## src/verilog/rv_decode_pkg.sv

```systemverilog
// shared widths and encodings for the RV32IM decode stage
// only 32-bit instructions are recognised, compressed opcodes are illegal

`default_nettype none

package rv_decode_pkg;

	localparam int W_ADDR    = 32;
	localparam int W_DATA    = 32;
	localparam int W_REGADDR = 5;

	// every instruction is one word, so the PC always steps by this
	localparam int unsigned INSTR_BYTES = 4;

	// ----------------------------------------------------------
	// major opcodes, instruction bits 6:2

	typedef enum logic [4:0] {
		OPC_LOAD     = 5'b00000,
		OPC_MISC_MEM = 5'b00011,
		OPC_OP_IMM   = 5'b00100,
		OPC_AUIPC    = 5'b00101,
		OPC_STORE    = 5'b01000,
		OPC_OP       = 5'b01100,
		OPC_LUI      = 5'b01101,
		OPC_BRANCH   = 5'b11000,
		OPC_JALR     = 5'b11001,
		OPC_JAL      = 5'b11011,
		OPC_SYSTEM   = 5'b11100
	} opcode_e;

	// full encodings of the SYSTEM instructions that decode accepts
	localparam logic [31:0] INSTR_ECALL  = 32'h0000_0073;
	localparam logic [31:0] INSTR_EBREAK = 32'h0010_0073;
	localparam logic [31:0] INSTR_MRET   = 32'h3020_0073;

	// ----------------------------------------------------------
	// execute stage controls

	typedef enum logic [3:0] {
		ALUOP_ADD    = 4'h0,
		ALUOP_SUB    = 4'h1,
		ALUOP_SLL    = 4'h2,
		ALUOP_LT     = 4'h3,
		ALUOP_LTU    = 4'h4,
		ALUOP_XOR    = 4'h5,
		ALUOP_SRL    = 4'h6,
		ALUOP_SRA    = 4'h7,
		ALUOP_OR     = 4'h8,
		ALUOP_AND    = 4'h9,
		ALUOP_RS2    = 4'ha,
		ALUOP_MULDIV = 4'hb
	} aluop_e;

	typedef enum logic {ALUSRCA_RS1 = 1'b0, ALUSRCA_PC  = 1'b1} alusrc_a_e;
	typedef enum logic {ALUSRCB_RS2 = 1'b0, ALUSRCB_IMM = 1'b1} alusrc_b_e;

	typedef enum logic [3:0] {
		MEMOP_NONE = 4'h0,
		MEMOP_LB   = 4'h1,
		MEMOP_LH   = 4'h2,
		MEMOP_LW   = 4'h3,
		MEMOP_LBU  = 4'h4,
		MEMOP_LHU  = 4'h5,
		MEMOP_SB   = 4'h6,
		MEMOP_SH   = 4'h7,
		MEMOP_SW   = 4'h8
	} memop_e;

	// ordered as funct3 of the M extension so decode can take it directly
	typedef enum logic [2:0] {
		M_OP_MUL, M_OP_MULH, M_OP_MULHSU, M_OP_MULHU,
		M_OP_DIV, M_OP_DIVU, M_OP_REM, M_OP_REMU
	} mulop_e;

	typedef enum logic [1:0] {
		BCOND_NEVER  = 2'b00,
		BCOND_ZERO   = 2'b01,
		BCOND_NZERO  = 2'b10,
		BCOND_ALWAYS = 2'b11
	} bcond_e;

	typedef enum logic [2:0] {
		EXCEPT_NONE          = 3'h0,
		EXCEPT_INSTR_FAULT   = 3'h1,
		EXCEPT_INSTR_ILLEGAL = 3'h2,
		EXCEPT_ECALL_M       = 3'h3,
		EXCEPT_ECALL_U       = 3'h4,
		EXCEPT_EBREAK        = 3'h5,
		EXCEPT_MRET          = 3'h6
	} except_e;

endpackage

`default_nettype wire

```

## src/verilog/rv_imm_gen.sv

```systemverilog
// immediate extraction for 32-bit RISC-V formats
// addr_offs_o is zero for classes that form no address

`timescale 1ns/1ps
`default_nettype none

module rv_imm_gen import rv_decode_pkg::*; (
	input  logic [31:0]       instr_i,
	input  opcode_e           opcode_class_i,
	output logic [W_DATA-1:0] imm_i_o,
	output logic [W_DATA-1:0] imm_u_o,
	output logic [W_ADDR-1:0] addr_offs_o
);

	logic [W_DATA-1:0] imm_i;
	logic [W_DATA-1:0] imm_s;
	logic [W_DATA-1:0] imm_b;
	logic [W_DATA-1:0] imm_u;
	logic [W_DATA-1:0] imm_j;

	// all formats take their sign from bit 31
	assign imm_i = {{21{instr_i[31]}}, instr_i[30:20]};
	assign imm_s = {{21{instr_i[31]}}, instr_i[30:25], instr_i[11:7]};
	assign imm_b = {{20{instr_i[31]}}, instr_i[7], instr_i[30:25], instr_i[11:8], 1'b0};
	assign imm_u = {instr_i[31:12], 12'h000};
	assign imm_j = {{12{instr_i[31]}}, instr_i[19:12], instr_i[20], instr_i[30:21], 1'b0};

	assign imm_i_o = imm_i;
	assign imm_u_o = imm_u;

	// offset added to PC (jumps, branches) or to rs1 (JALR, loads, stores)
	always_comb begin
		case (opcode_class_i)
			OPC_JAL:    addr_offs_o = imm_j;
			OPC_BRANCH: addr_offs_o = imm_b;
			OPC_STORE:  addr_offs_o = imm_s;
			OPC_JALR:   addr_offs_o = imm_i;
			OPC_LOAD:   addr_offs_o = imm_i;
			default:    addr_offs_o = '0;
		endcase
	end

endmodule

`default_nettype wire

```

## src/verilog/rv_op_decode.sv

```systemverilog
// RV32I/M instruction table with kill and exception overrides
// a starved, faulting or invalid instruction never reaches execute as a real op

`timescale 1ns/1ps
`default_nettype none

module rv_op_decode import rv_decode_pkg::*; #(
	parameter bit EXTENSION_M = 1'b1
) (
	input  logic [31:0]          instr_i,
	input  logic                 m_mode_i,
	input  logic                 starved_i,
	input  logic                 fetch_fault_i,
	input  logic                 cir_locked_i,
	input  logic [W_DATA-1:0]    imm_i_i,
	input  logic [W_DATA-1:0]    imm_u_i,
	output opcode_e              opcode_class_o,
	output logic [W_REGADDR-1:0] rs1_o,
	output logic [W_REGADDR-1:0] rs2_o,
	output logic [W_REGADDR-1:0] rd_o,
	output logic [W_DATA-1:0]    imm_o,
	output logic [2:0]           funct3_o,
	output logic [6:0]           funct7_o,
	output alusrc_a_e            alusrc_a_o,
	output alusrc_b_e            alusrc_b_o,
	output aluop_e               aluop_o,
	output memop_e               memop_o,
	output mulop_e               mulop_o,
	output bcond_e               branchcond_o,
	output logic                 addr_is_regoffs_o,
	output except_e              except_o
);

	localparam logic [W_REGADDR-1:0] X0 = '0;
	localparam logic [6:0] F7_BASE = 7'b000_0000;
	localparam logic [6:0] F7_ALT  = 7'b010_0000;
	localparam logic [6:0] F7_MUL  = 7'b000_0001;

	logic [2:0] funct3;
	logic [6:0] funct7;
	logic       invalid;

	assign funct3         = instr_i[14:12];
	assign funct7         = instr_i[31:25];
	assign opcode_class_o = opcode_e'(instr_i[6:2]);
	assign funct3_o       = funct3;
	assign funct7_o       = funct7;

	always_comb begin
		rs1_o             = instr_i[19:15];
		rs2_o             = instr_i[24:20];
		rd_o              = instr_i[11:7];
		imm_o             = imm_i_i;
		alusrc_a_o        = ALUSRCA_RS1;
		alusrc_b_o        = ALUSRCB_RS2;
		aluop_o           = ALUOP_ADD;
		memop_o           = MEMOP_NONE;
		mulop_o           = M_OP_MUL;
		branchcond_o      = BCOND_NEVER;
		addr_is_regoffs_o = 1'b0;
		except_o          = EXCEPT_NONE;
		// the two low bits mark a 32-bit encoding, anything else is not ours
		invalid           = instr_i[1:0] != 2'b11;

		case (opcode_class_o)
			OPC_BRANCH: begin
				rd_o = X0;
				case (funct3)
					3'b000: begin aluop_o = ALUOP_SUB; branchcond_o = BCOND_ZERO;  end
					3'b001: begin aluop_o = ALUOP_SUB; branchcond_o = BCOND_NZERO; end
					3'b100: begin aluop_o = ALUOP_LT;  branchcond_o = BCOND_NZERO; end
					3'b101: begin aluop_o = ALUOP_LT;  branchcond_o = BCOND_ZERO;  end
					3'b110: begin aluop_o = ALUOP_LTU; branchcond_o = BCOND_NZERO; end
					3'b111: begin aluop_o = ALUOP_LTU; branchcond_o = BCOND_ZERO;  end
					default: invalid = 1'b1;
				endcase
			end
			// jumps compute the link value PC + 4 in the ALU
			OPC_JAL, OPC_JALR: begin
				branchcond_o = BCOND_ALWAYS;
				alusrc_a_o   = ALUSRCA_PC;
				alusrc_b_o   = ALUSRCB_IMM;
				imm_o        = W_DATA'(INSTR_BYTES);
				rs2_o        = X0;
				if (opcode_class_o == OPC_JAL) begin
					rs1_o = X0;
				end else begin
					addr_is_regoffs_o = 1'b1;
					invalid           = invalid || funct3 != 3'b000;
				end
			end
			OPC_LUI, OPC_AUIPC: begin
				imm_o      = imm_u_i;
				alusrc_b_o = ALUSRCB_IMM;
				rs1_o      = X0;
				rs2_o      = X0;
				if (opcode_class_o == OPC_LUI)
					aluop_o = ALUOP_RS2;
				else
					alusrc_a_o = ALUSRCA_PC;
			end
			OPC_LOAD: begin
				addr_is_regoffs_o = 1'b1;
				rs2_o             = X0;
				case (funct3)
					3'b000:  memop_o = MEMOP_LB;
					3'b001:  memop_o = MEMOP_LH;
					3'b010:  memop_o = MEMOP_LW;
					3'b100:  memop_o = MEMOP_LBU;
					3'b101:  memop_o = MEMOP_LHU;
					default: invalid = 1'b1;
				endcase
			end
			// store data passes through the ALU as rs2
			OPC_STORE: begin
				addr_is_regoffs_o = 1'b1;
				aluop_o           = ALUOP_RS2;
				rd_o              = X0;
				case (funct3)
					3'b000:  memop_o = MEMOP_SB;
					3'b001:  memop_o = MEMOP_SH;
					3'b010:  memop_o = MEMOP_SW;
					default: invalid = 1'b1;
				endcase
			end
			OPC_OP_IMM: begin
				imm_o      = imm_i_i;
				alusrc_b_o = ALUSRCB_IMM;
				rs2_o      = X0;
				case (funct3)
					3'b000: aluop_o = ALUOP_ADD;
					3'b010: aluop_o = ALUOP_LT;
					3'b011: aluop_o = ALUOP_LTU;
					3'b100: aluop_o = ALUOP_XOR;
					3'b110: aluop_o = ALUOP_OR;
					3'b111: aluop_o = ALUOP_AND;
					3'b001: begin
						aluop_o = ALUOP_SLL;
						invalid = invalid || funct7 != F7_BASE;
					end
					default: begin
						aluop_o = funct7 == F7_ALT ? ALUOP_SRA : ALUOP_SRL;
						invalid = invalid || (funct7 != F7_BASE && funct7 != F7_ALT);
					end
				endcase
			end
			OPC_OP: begin
				if (funct7 == F7_BASE) begin
					case (funct3)
						3'b000: aluop_o = ALUOP_ADD;
						3'b001: aluop_o = ALUOP_SLL;
						3'b010: aluop_o = ALUOP_LT;
						3'b011: aluop_o = ALUOP_LTU;
						3'b100: aluop_o = ALUOP_XOR;
						3'b101: aluop_o = ALUOP_SRL;
						3'b110: aluop_o = ALUOP_OR;
						default: aluop_o = ALUOP_AND;
					endcase
				end else if (funct7 == F7_ALT && funct3 == 3'b000) begin
					aluop_o = ALUOP_SUB;
				end else if (funct7 == F7_ALT && funct3 == 3'b101) begin
					aluop_o = ALUOP_SRA;
				end else if (funct7 == F7_MUL && EXTENSION_M) begin
					aluop_o = ALUOP_MULDIV;
					mulop_o = mulop_e'(funct3);
				end else begin
					invalid = 1'b1;
				end
			end
			// FENCE has nothing to order in this core
			OPC_MISC_MEM: begin
				rs2_o   = X0;
				invalid = invalid || funct3 != 3'b000;
			end
			OPC_SYSTEM: begin
				rs1_o = X0;
				rs2_o = X0;
				rd_o  = X0;
				if (instr_i == INSTR_ECALL)
					except_o = m_mode_i ? EXCEPT_ECALL_M : EXCEPT_ECALL_U;
				else if (instr_i == INSTR_EBREAK)
					except_o = EXCEPT_EBREAK;
				else if (instr_i == INSTR_MRET && m_mode_i)
					except_o = EXCEPT_MRET;
				else
					invalid = 1'b1;
			end
			default: invalid = 1'b1;
		endcase

		// ----------------------------------------------------------
		// kill: turn the slot into a harmless add with no side effects
		if (invalid || starved_i || fetch_fault_i) begin
			rs1_o             = X0;
			rs2_o             = X0;
			rd_o              = X0;
			memop_o           = MEMOP_NONE;
			branchcond_o      = BCOND_NEVER;
			addr_is_regoffs_o = 1'b1;
			aluop_o           = ALUOP_ADD;
			except_o          = EXCEPT_NONE;
			// a fetch fault outranks whatever the garbage word decodes to
			if (fetch_fault_i)
				except_o = EXCEPT_INSTR_FAULT;
			else if (invalid && !starved_i)
				except_o = EXCEPT_INSTR_ILLEGAL;
		end
		// the jump of a locked instruction was already taken
		if (cir_locked_i)
			branchcond_o = BCOND_NEVER;
	end

endmodule

`default_nettype wire

```

## src/verilog/rv_pc_ctrl.sv

```systemverilog
// PC register, CIR consumption and CIR lock for 32-bit-only fetch
// the frontend must hold f_jump_target_i stable while a lock is held

`timescale 1ns/1ps
`default_nettype none

module rv_pc_ctrl import rv_decode_pkg::*; #(
	parameter logic [W_ADDR-1:0] RESET_VECTOR = '0
) (
	input  logic              clk,
	input  logic              rst_n,
	input  logic [1:0]        fd_cir_vld_i,
	input  logic [1:0]        fd_cir_err_i,
	input  logic              x_stall_i,
	input  logic              f_jump_now_i,
	input  logic [W_ADDR-1:0] f_jump_target_i,
	input  logic              x_jump_not_except_i,
	output logic [W_ADDR-1:0] d_pc_o,
	output logic [1:0]        df_cir_use_o,
	output logic              df_cir_flush_behind_o,
	output logic              starved_o,
	output logic              fetch_fault_o,
	output logic              cir_locked_o
);

	logic              d_stall;
	logic              jump_caused_by_d;
	logic              assert_cir_lock;
	logic              cir_lock;
	logic              cir_lock_prev;
	logic              update_pc_on_unlock;
	logic [W_ADDR-1:0] pc;

	// ----------------------------------------------------------
	// CIR state

	// a whole instruction needs both halfwords
	assign starved_o     = fd_cir_vld_i < 2'd2;
	assign fetch_fault_o = !starved_o && |fd_cir_err_i;
	assign d_stall       = x_stall_i || starved_o;
	assign df_cir_use_o  = d_stall ? 2'd0 : 2'd2;

	// ----------------------------------------------------------
	// CIR lock

	// a jump granted while decode is stalled cannot be withdrawn, so the
	// frontend keeps the stalled instruction and refills behind it; the
	// instruction finishes its remaining work (the link write) once the
	// stall clears
	assign jump_caused_by_d      = f_jump_now_i && x_jump_not_except_i;
	assign assert_cir_lock       = jump_caused_by_d && d_stall;
	assign cir_lock              = (cir_lock_prev && d_stall) || assert_cir_lock;
	assign df_cir_flush_behind_o = assert_cir_lock && !cir_lock_prev;
	assign cir_locked_o          = cir_lock_prev;

	always_ff @(posedge clk or negedge rst_n) begin
		if (!rst_n) begin
			cir_lock_prev <= 1'b0;
		end else begin
			cir_lock_prev <= cir_lock;
		end
	end

	// ----------------------------------------------------------
	// program counter

	// the target presented in the release cycle is the one to follow
	assign update_pc_on_unlock = cir_lock_prev && !d_stall;

	always_ff @(posedge clk or negedge rst_n) begin
		if (!rst_n) begin
			pc <= RESET_VECTOR;
		end else if ((f_jump_now_i && !assert_cir_lock) || update_pc_on_unlock) begin
			// traps still redirect during a stall, only decode jumps wait
			pc <= f_jump_target_i;
		end else if (!d_stall && !cir_lock) begin
			pc <= pc + W_ADDR'(INSTR_BYTES);
		end
	end

	assign d_pc_o = pc;

endmodule

`default_nettype wire

```

## src/verilog/rv_decode_top.sv

```systemverilog
// decode stage of a 32-bit RISC-V core, RV32I with optional M
// all decode outputs are combinational from the CIR, only PC and lock are state

`timescale 1ns/1ps
`default_nettype none

module rv_decode_top import rv_decode_pkg::*; #(
	parameter logic [W_ADDR-1:0] RESET_VECTOR = '0,
	parameter bit                EXTENSION_M  = 1'b1
) (
	input  logic                 clk,
	input  logic                 rst_n,

	// frontend
	input  logic [31:0]          fd_cir_i,
	input  logic [1:0]           fd_cir_vld_i,
	input  logic [1:0]           fd_cir_err_i,
	output logic [1:0]           df_cir_use_o,
	output logic                 df_cir_flush_behind_o,
	output logic [W_ADDR-1:0]    d_pc_o,
	input  logic                 f_jump_now_i,
	input  logic [W_ADDR-1:0]    f_jump_target_i,

	// execute and machine state
	input  logic                 m_mode_i,
	input  logic                 x_stall_i,
	input  logic                 x_jump_not_except_i,
	output logic                 d_starved_o,

	// execute controls
	output logic [W_DATA-1:0]    d_imm_o,
	output logic [W_REGADDR-1:0] d_rs1_o,
	output logic [W_REGADDR-1:0] d_rs2_o,
	output logic [W_REGADDR-1:0] d_rd_o,
	output logic [2:0]           d_funct3_o,
	output logic [6:0]           d_funct7_o,
	output alusrc_a_e            d_alusrc_a_o,
	output alusrc_b_e            d_alusrc_b_o,
	output aluop_e               d_aluop_o,
	output memop_e               d_memop_o,
	output mulop_e               d_mulop_o,
	output bcond_e               d_branchcond_o,
	output logic [W_ADDR-1:0]    d_addr_offs_o,
	output logic                 d_addr_is_regoffs_o,
	output except_e              d_except_o
);

	logic              starved;
	logic              fetch_fault;
	logic              cir_locked;
	opcode_e           opcode_class;
	logic [W_DATA-1:0] imm_i;
	logic [W_DATA-1:0] imm_u;

	assign d_starved_o = starved;

	rv_pc_ctrl #(
		.RESET_VECTOR (RESET_VECTOR)
	) pc_ctrl_i (
		.clk                   (clk),
		.rst_n                 (rst_n),
		.fd_cir_vld_i          (fd_cir_vld_i),
		.fd_cir_err_i          (fd_cir_err_i),
		.x_stall_i             (x_stall_i),
		.f_jump_now_i          (f_jump_now_i),
		.f_jump_target_i       (f_jump_target_i),
		.x_jump_not_except_i   (x_jump_not_except_i),
		.d_pc_o                (d_pc_o),
		.df_cir_use_o          (df_cir_use_o),
		.df_cir_flush_behind_o (df_cir_flush_behind_o),
		.starved_o             (starved),
		.fetch_fault_o         (fetch_fault),
		.cir_locked_o          (cir_locked)
	);

	rv_imm_gen imm_gen_i (
		.instr_i        (fd_cir_i),
		.opcode_class_i (opcode_class),
		.imm_i_o        (imm_i),
		.imm_u_o        (imm_u),
		.addr_offs_o    (d_addr_offs_o)
	);

	rv_op_decode #(
		.EXTENSION_M (EXTENSION_M)
	) op_decode_i (
		.instr_i           (fd_cir_i),
		.m_mode_i          (m_mode_i),
		.starved_i         (starved),
		.fetch_fault_i     (fetch_fault),
		.cir_locked_i      (cir_locked),
		.imm_i_i           (imm_i),
		.imm_u_i           (imm_u),
		.opcode_class_o    (opcode_class),
		.rs1_o             (d_rs1_o),
		.rs2_o             (d_rs2_o),
		.rd_o              (d_rd_o),
		.imm_o             (d_imm_o),
		.funct3_o          (d_funct3_o),
		.funct7_o          (d_funct7_o),
		.alusrc_a_o        (d_alusrc_a_o),
		.alusrc_b_o        (d_alusrc_b_o),
		.aluop_o           (d_aluop_o),
		.memop_o           (d_memop_o),
		.mulop_o           (d_mulop_o),
		.branchcond_o      (d_branchcond_o),
		.addr_is_regoffs_o (d_addr_is_regoffs_o),
		.except_o          (d_except_o)
	);

endmodule

`default_nettype wire

```

## config.mk

```make
export PLATFORM = sky130hd
export DESIGN_NAME = rv_decode_top
export DESIGN_NICKNAME = d
export VERILOG_FILES = /design/src/verilog/rv_decode_pkg.sv /design/src/verilog/rv_imm_gen.sv /design/src/verilog/rv_op_decode.sv /design/src/verilog/rv_pc_ctrl.sv /design/src/verilog/rv_decode_top.sv
export SDC_FILE = /design/constraint.sdc
export NUM_CORES = 1
export LEC_CHECK = 0
export BUFFER_PORTS_ARGS = -buffer_cell sky130_fd_sc_hd__buf_2
export CORE_MARGIN = 2
export CORE_UTILIZATION = 49
export DETAILED_ROUTE_END_ITERATION = 8
export GPL_ROUTABILITY_DRIVEN = 0
export PLACE_DENSITY = 0.88
export SLEW_MARGIN = 20
export SYNTH_ARGS = -nofsm -noshare
export SYNTH_HDL_FRONTEND = slang
export SYNTH_SLANG_ARGS = --single-unit
```

## constraint.sdc

```tcl
create_clock -name clk -period 8.6 [get_ports clk]
set_input_delay 1.72 -clock clk [delete_from_list [all_inputs] [get_ports clk]]
set_output_delay 1.72 -clock clk [all_outputs]
set_load 0.01 [all_outputs]
```

==> out/metrics.cfg, run 1 <==
[sta]
final_max_slew_viol_count=0
setup_violations=0
max_freq_mhz=161
relSlewSlack_pct=29.0
setup_ws_ns=2.38
setup_tns_ns=0
tightest_slew_ns=1.06
clock_skew_ns=0.00849
hold_viol_final=0
rsz0062_at_grt=false
period_needed_ns=6.22
timing.final.crit_share_pct=72.3

[global_routing]
grt_max_degree=40
grt_pass1_vias=4854
grt_pass1_wl_mm=23.9
antenna_found_initial=0
grtUsageTotal_pct=34.6
grt_overflow=0

[synthesis]
synthTopCellsByArea=dfrtp_1 (22%), nand2_1 (8.1%), a21oi_1 (5.1%)
async_flop_share_pct=100
synth_cell_types=68
yosysTopAreaCell=dfrtp_1
ys_ff_latch=33
synth_top_area_share_pct=21.6
synth.net_count=631
syn_avg_cell_area_um2=6.88
synthFlopType=dfrtp_1
ys_seq_area_share_pct=21.6
netlist_area_mm2=0.00382
ys_warn_count=0
netlist_instances=556
synth_edf_count=0

[worst_setup_path]
path_buf_inv=2
cp.arrival_ns=4.50
max_stage_delay_ns=0.72
r2r-end=pc_ctrl_i.d_pc_o[20]
crit_top_cell=buf_2
crit_slowest_cell=or3_1
worstPathMaxFanout=26
worstReg2RegStart=pc_ctrl_i.d_pc_o[2]
path_class=in -> out
path_delay_family=simple AND/OR/NAND/NOR gates
crit_required_ns=6.88
reg2reg_slack_ns=5.88
cp-start-kind=input pin
worstPathCellList=buf_2 -> nand4b_1 -> o221ai_1 -> and3_1 -> or3_1 -> nor3_1 -> buf_2
crit_path_end_kind=primary output
r2r_cells=6

[clocking]
root_buffer=clkbuf_8
cts_max_path_buffers=2
numCtsBuffers=5
clk_pin_slew_ns=0.06
cts_resized=0
numClockSinks=33
clock_latency_ns=0.29
cts_max_level=2
cts_tree=yes
hold_buffers=0
post-cts-setup-buffer-count=0

[placement]
post-place-ws_ns=2.57
port-buffer-count=215
dpl.hpwl_mm=11.4

[final_layout]
num-nets-final=797
final_cell_mix=buf_2 (215), nand2_1 (83), a21oi_1 (39)
mostFrequentLayoutCell=buf_2
syn_to_final_growth_pct=25.5
fill_cells=695
drive_gt1_share_pct=32.7
n_antenna_cell=0

[floorplanning]
dieArea_mm2=0.00853
core_mm2=0.00765
initial_core_util_pct=50.0
die_w_um=92.3
die_y_um=92.3
row_count=32
io_pins=218

[min_path]
hold_end=pc_ctrl_i.d_pc_o[0]
hold_class=reg -> reg
hold_start=pc_ctrl_i.d_pc_o[0]
whs_path_depth=2

[power]
ir_drop_uv=66.4
p_leak_nw=2.41
pwr_density_cell_mw_per_mm2=134

[detailed_routing]
dr.pass1.iters=6
drt-total-wl_mm=15.6
drt-wirelength-per-cell_um=19.0
drt_iter0_drc=712
ant_nets=0
vias_per_cell=6.57
vias=5403
drc=0

[job]
cap_viol_max_count=0

[outcome]
status=finished, final reports clean

==> layer usage <==
layer	track usage (%)	vias to the layer above	wire, µm
met3	7.89	120	1960
met4	19.9	0	1090
met2	55.8	505	7170
met1	42.4	2388	5370
met5	0	-	0
li1	-	2390	-
==> cells in the mapped netlist, types with 6 or more instances <==
library cell and number:
nand2_1 83, a21oi_1 39, nor2_1 36, nor3_1 34, dfrtp_1 33, clkbuf_1 29, o21ai_0 26, buf_4 23
and3_1 19, inv_1 18, nor4_1 18, nand3_1 17, o22ai_1 13, and2_1 11, nand4_1 10, or3_1 10
a21o_1 9, a211oi_1 7, buf_2 6, nand2b_1 6
==> layout make-up <==
class | instances | area, µm² | area share [%]
multi-input cells | 441 | 2580 | 53.7
clock inverters | 1 | 5.00 | 0.104
clock buffers | 5 | 68.8 | 1.43
well taps | 102 | 128 | 2.66
inverters | 21 | 78.8 | 1.64
repair buffers | 220 | 1110 | 23.2
flip-flops and latches | 33 | 826 | 17.2
==> sequential cells by signal, indices dropped and copies added, names as in the netlist <==
signal / cells
pc_ctrl_i.cir_locked_o: 1
pc_ctrl_i.d_pc_o: 32
==> tightest hold or removal path, cell delays in order, from the launching register on <==
cell and delay, ns:
dfrtp_1 0.34, nand2_1 0.05, nand2_1 0.06
==> cells by family (layout without fill, tap and decap cells) <==
| logic type | Yosys count | count (layout) | synth area share (%) |
|---|---|---|---|
| compound gates | 157 | 157 | 28.2 |
| xor+xnor | 7 | 7 | 1.60 |
| fa+ha+maj | 1 | 1 | 0.327 |
| buf+inv | 82 | 247 | 11.1 |
| flops | 33 | 33 | 21.6 |
| mux | 2 | 2 | 0.524 |
| other cells | 1 | 1 | 0.0981 |
| simple gates | 273 | 273 | 36.6 |
==> metrics by stage <==
stage / area [µm²] / power, mW / util, % / std cells / hold WS (ns)
2_1_floorplan: 3820 / 0.410 / - / 556 / 0.514
3_3_place_gp: 4720 / 0.517 / 61.8 / 817 / 0.455
3_5_place_dp: 4720 / 0.529 / 61.8 / 817 / 0.466
4_1_cts: 4800 / 0.636 / 62.7 / 823 / 0.480
5_1_grt: 4800 / 0.681 / 62.7 / 823 / 0.530
6_report: 4800 / 0.645 / 62.7 / 823 / 0.477
==> how the worst max path moves through the flow <==
stage	startpoint	to	slack [ns]	cells after the start
global route	fd_cir_i[5]	d_memop_o[3]	2.25	7
global placement	fd_cir_i[5]	d_rd_o[0]	2.67	7
finish	fd_cir_i[5]	d_rd_o[0]	2.38	7
detailed placement	fd_cir_i[5]	d_rd_o[0]	2.57	7
CTS	fd_cir_i[5]	d_rd_o[0]	2.56	7
floorplan	fd_cir_i[3]	d_branchcond_o[0]	3.36	7
==> power by group <==
part | switching (mW) | internal, mW
registers | 0.0477 | 0.191
logic | 0.181 | 0.117
clock network | 0.0553 | 0.0532
Power figures use the tool's default switching activity.
==> run 2: changes to the inputs <==
- CORE_UTILIZATION: 49 -> 41
- PLACE_DENSITY: 0.88 -> 0.78
- clock period: 8.6 -> 5.6 ns (I/O delays scaled with it)
==> run 2 against run 1 <==
Compared with the run above:
- count of clock-buffer cells in the layout up 2
- combinational power grew 54%
- critical path depth did not move
- largest cell class unchanged
- utilization decreased by 9.6 points
- critical endpoint is now d_addr_is_regoffs_o
==> out/metrics.cfg, run 2 (synthesis gave the netlist of run 1 again) <==
[global_routing]
grt_pass1_vias=4972  ; +2.4%
grt_overflow=0  ; unchanged
grtUsageTotal_pct=29.8  ; -4.8 points
antenna_found_initial=0  ; unchanged
grt_max_degree=40  ; unchanged
grt_pass1_wl_mm=24.4  ; +2.1%

[sta]
final_max_slew_viol_count=0  ; unchanged
tightest_slew_ns=1.03  ; -0.0297 ns
clock_skew_ns=0.00655  ; -0.00194 ns
setup_violations=0  ; unchanged
hold_viol_final=0  ; unchanged
rsz0062_at_grt=false
timing.final.crit_share_pct=83.7
max_freq_mhz=213
relSlewSlack_pct=30.4  ; +1.3 points
setup_ws_ns=0.912  ; -1.47 ns
period_needed_ns=4.69
setup_tns_ns=0  ; unchanged

[worst_setup_path]
path_class=in -> out
path_delay_family=simple AND/OR/NAND/NOR gates
path_buf_inv=2  ; unchanged
crit_slowest_cell=or3_1
crit_path_end_kind=primary output
worstPathCellList=buf_2 -> or4_1 -> nor2_1 -> a211oi_1 -> or3_1 -> or3b_1 -> buf_2
worstPathMaxFanout=26  ; unchanged
reg2reg_slack_ns=2.83  ; -3.05 ns
cp-start-kind=input pin
crit_top_cell=buf_2
r2r_cells=6  ; unchanged
crit_required_ns=4.48  ; -2.40 ns
r2r-end=pc_ctrl_i.d_pc_o[20]
max_stage_delay_ns=0.76  ; +0.04 ns
cp.arrival_ns=3.57  ; -0.93 ns
worstReg2RegStart=pc_ctrl_i.d_pc_o[2]

[outcome]
status=finished, final reports clean

[final_layout]
largest_register_ffs=32  ; unchanged
syn_to_final_growth_pct=27.3
num-nets-final=799  ; +0.25%
mostFrequentLayoutCell=buf_2
final_cell_mix=buf_2 (215), nand2_1 (83), a21oi_1 (39)
n_antenna_cell=0  ; unchanged
drive_gt1_share_pct=33.0  ; +0.23 points

[clocking]
cts_tree=yes
clock_latency_ns=0.29  ; about the same
numClockSinks=33  ; unchanged
numCtsBuffers=5  ; unchanged
clk_pin_slew_ns=0.08  ; +0.02 ns
cts_resized=0  ; unchanged
cts_max_level=2  ; unchanged
root_buffer=clkbuf_8
hold_buffers=0  ; unchanged
cts_max_path_buffers=2  ; unchanged
post-cts-setup-buffer-count=0  ; unchanged

[placement]
dpl.hpwl_mm=11.6  ; +1.7%
port-buffer-count=215  ; unchanged
post-place-ws_ns=0.975  ; -1.60 ns

[detailed_routing]
ant_nets=0  ; unchanged
drt_iter0_drc=410  ; -42%
drc=0  ; unchanged
drt-wirelength-per-cell_um=18.8  ; -0.67%
dr.pass1.iters=6  ; unchanged
vias=5209  ; -3.6%
drt-total-wl_mm=15.7  ; +0.90%
vias_per_cell=6.23  ; -5.1%

[floorplanning]
initial_core_util_pct=41.8  ; -8.2 points
die_w_um=101  ; +8.9%
die_y_um=101  ; +8.9%
dieArea_mm2=0.0101  ; +19%
core_mm2=0.00915  ; +20%
io_pins=218  ; unchanged
row_count=35  ; +9.4%

[min_path]
hold_start=pc_ctrl_i.d_pc_o[0]
hold_end=pc_ctrl_i.d_pc_o[0]
whs_path_depth=2  ; unchanged
hold_class=reg -> reg

[power]
p_leak_nw=2.44  ; +1.2%
p_total_mw=1.06  ; +65%
pwr_density_cell_mw_per_mm2=218  ; +63%
ir_drop_uv=125  ; +89%

[job]
cap_viol_max_count=0  ; unchanged

[run 2: layout make-up]
| type | instances | area [µm²] |
|---|---|---|
| clock inverters | 1 | 30.0 |
| clock buffers | 7 | 86.3 |
| well taps | 111 | 139 |
| repair buffers | 222 | 1130 |
| flip-flops and latches | 33 | 826 |
| fillers | 896 | 4290 |
| multi-input cells | 441 | 2580 |
| inverters | 21 | 78.8 |
[run 2: layer usage]
metal	routed length [µm]	track usage, %
met2	7460	50.3
met1	5900	34.9
met5	0	0
met4	983	19.0
met3	1400	5.20
[run 2: how the worst max path moves through the flow]
stage	start	endpoint	slack (ns)	depth (start not counted)
floorplan	fd_cir_i[3]	d_branchcond_o[0]	1.56	7
finish	fd_cir_i[31]	d_addr_is_regoffs_o	0.91	7
global route	fd_cir_i[31]	d_addr_is_regoffs_o	0.86	7
CTS	fd_cir_i[31]	d_addr_is_regoffs_o	0.95	7
detailed placement	fd_cir_i[31]	d_addr_is_regoffs_o	0.98	7
global placement	fd_cir_i[31]	d_addr_is_regoffs_o	1.01	7
[run 2: tightest hold or removal path, stage by stage (launching register included)]
cell	delay, ns
dfrtp_1	0.34
nand2_1	0.05
nand2_1	0.05
[run 2: power by group]
part           leakage (nW)  internal, mW  switching [mW]
clock network        0.0585         0.145          0.0964
logic                  2.00         0.180           0.278
registers             0.378         0.293          0.0709
[run 2: stage by stage]
stage | hold WS, ns | instances | instance area (µm²) | util [%]
after floorplan | 0.514 | 556 | 3820 | -
after global placement | 0.458 | 828 | 4750 | 51.9
after detailed placement | 0.461 | 828 | 4750 | 51.9
after CTS | 0.479 | 836 | 4870 | 53.2
after global routing | 0.521 | 836 | 4870 | 53.2
final | 0.478 | 836 | 4870 | 53.2
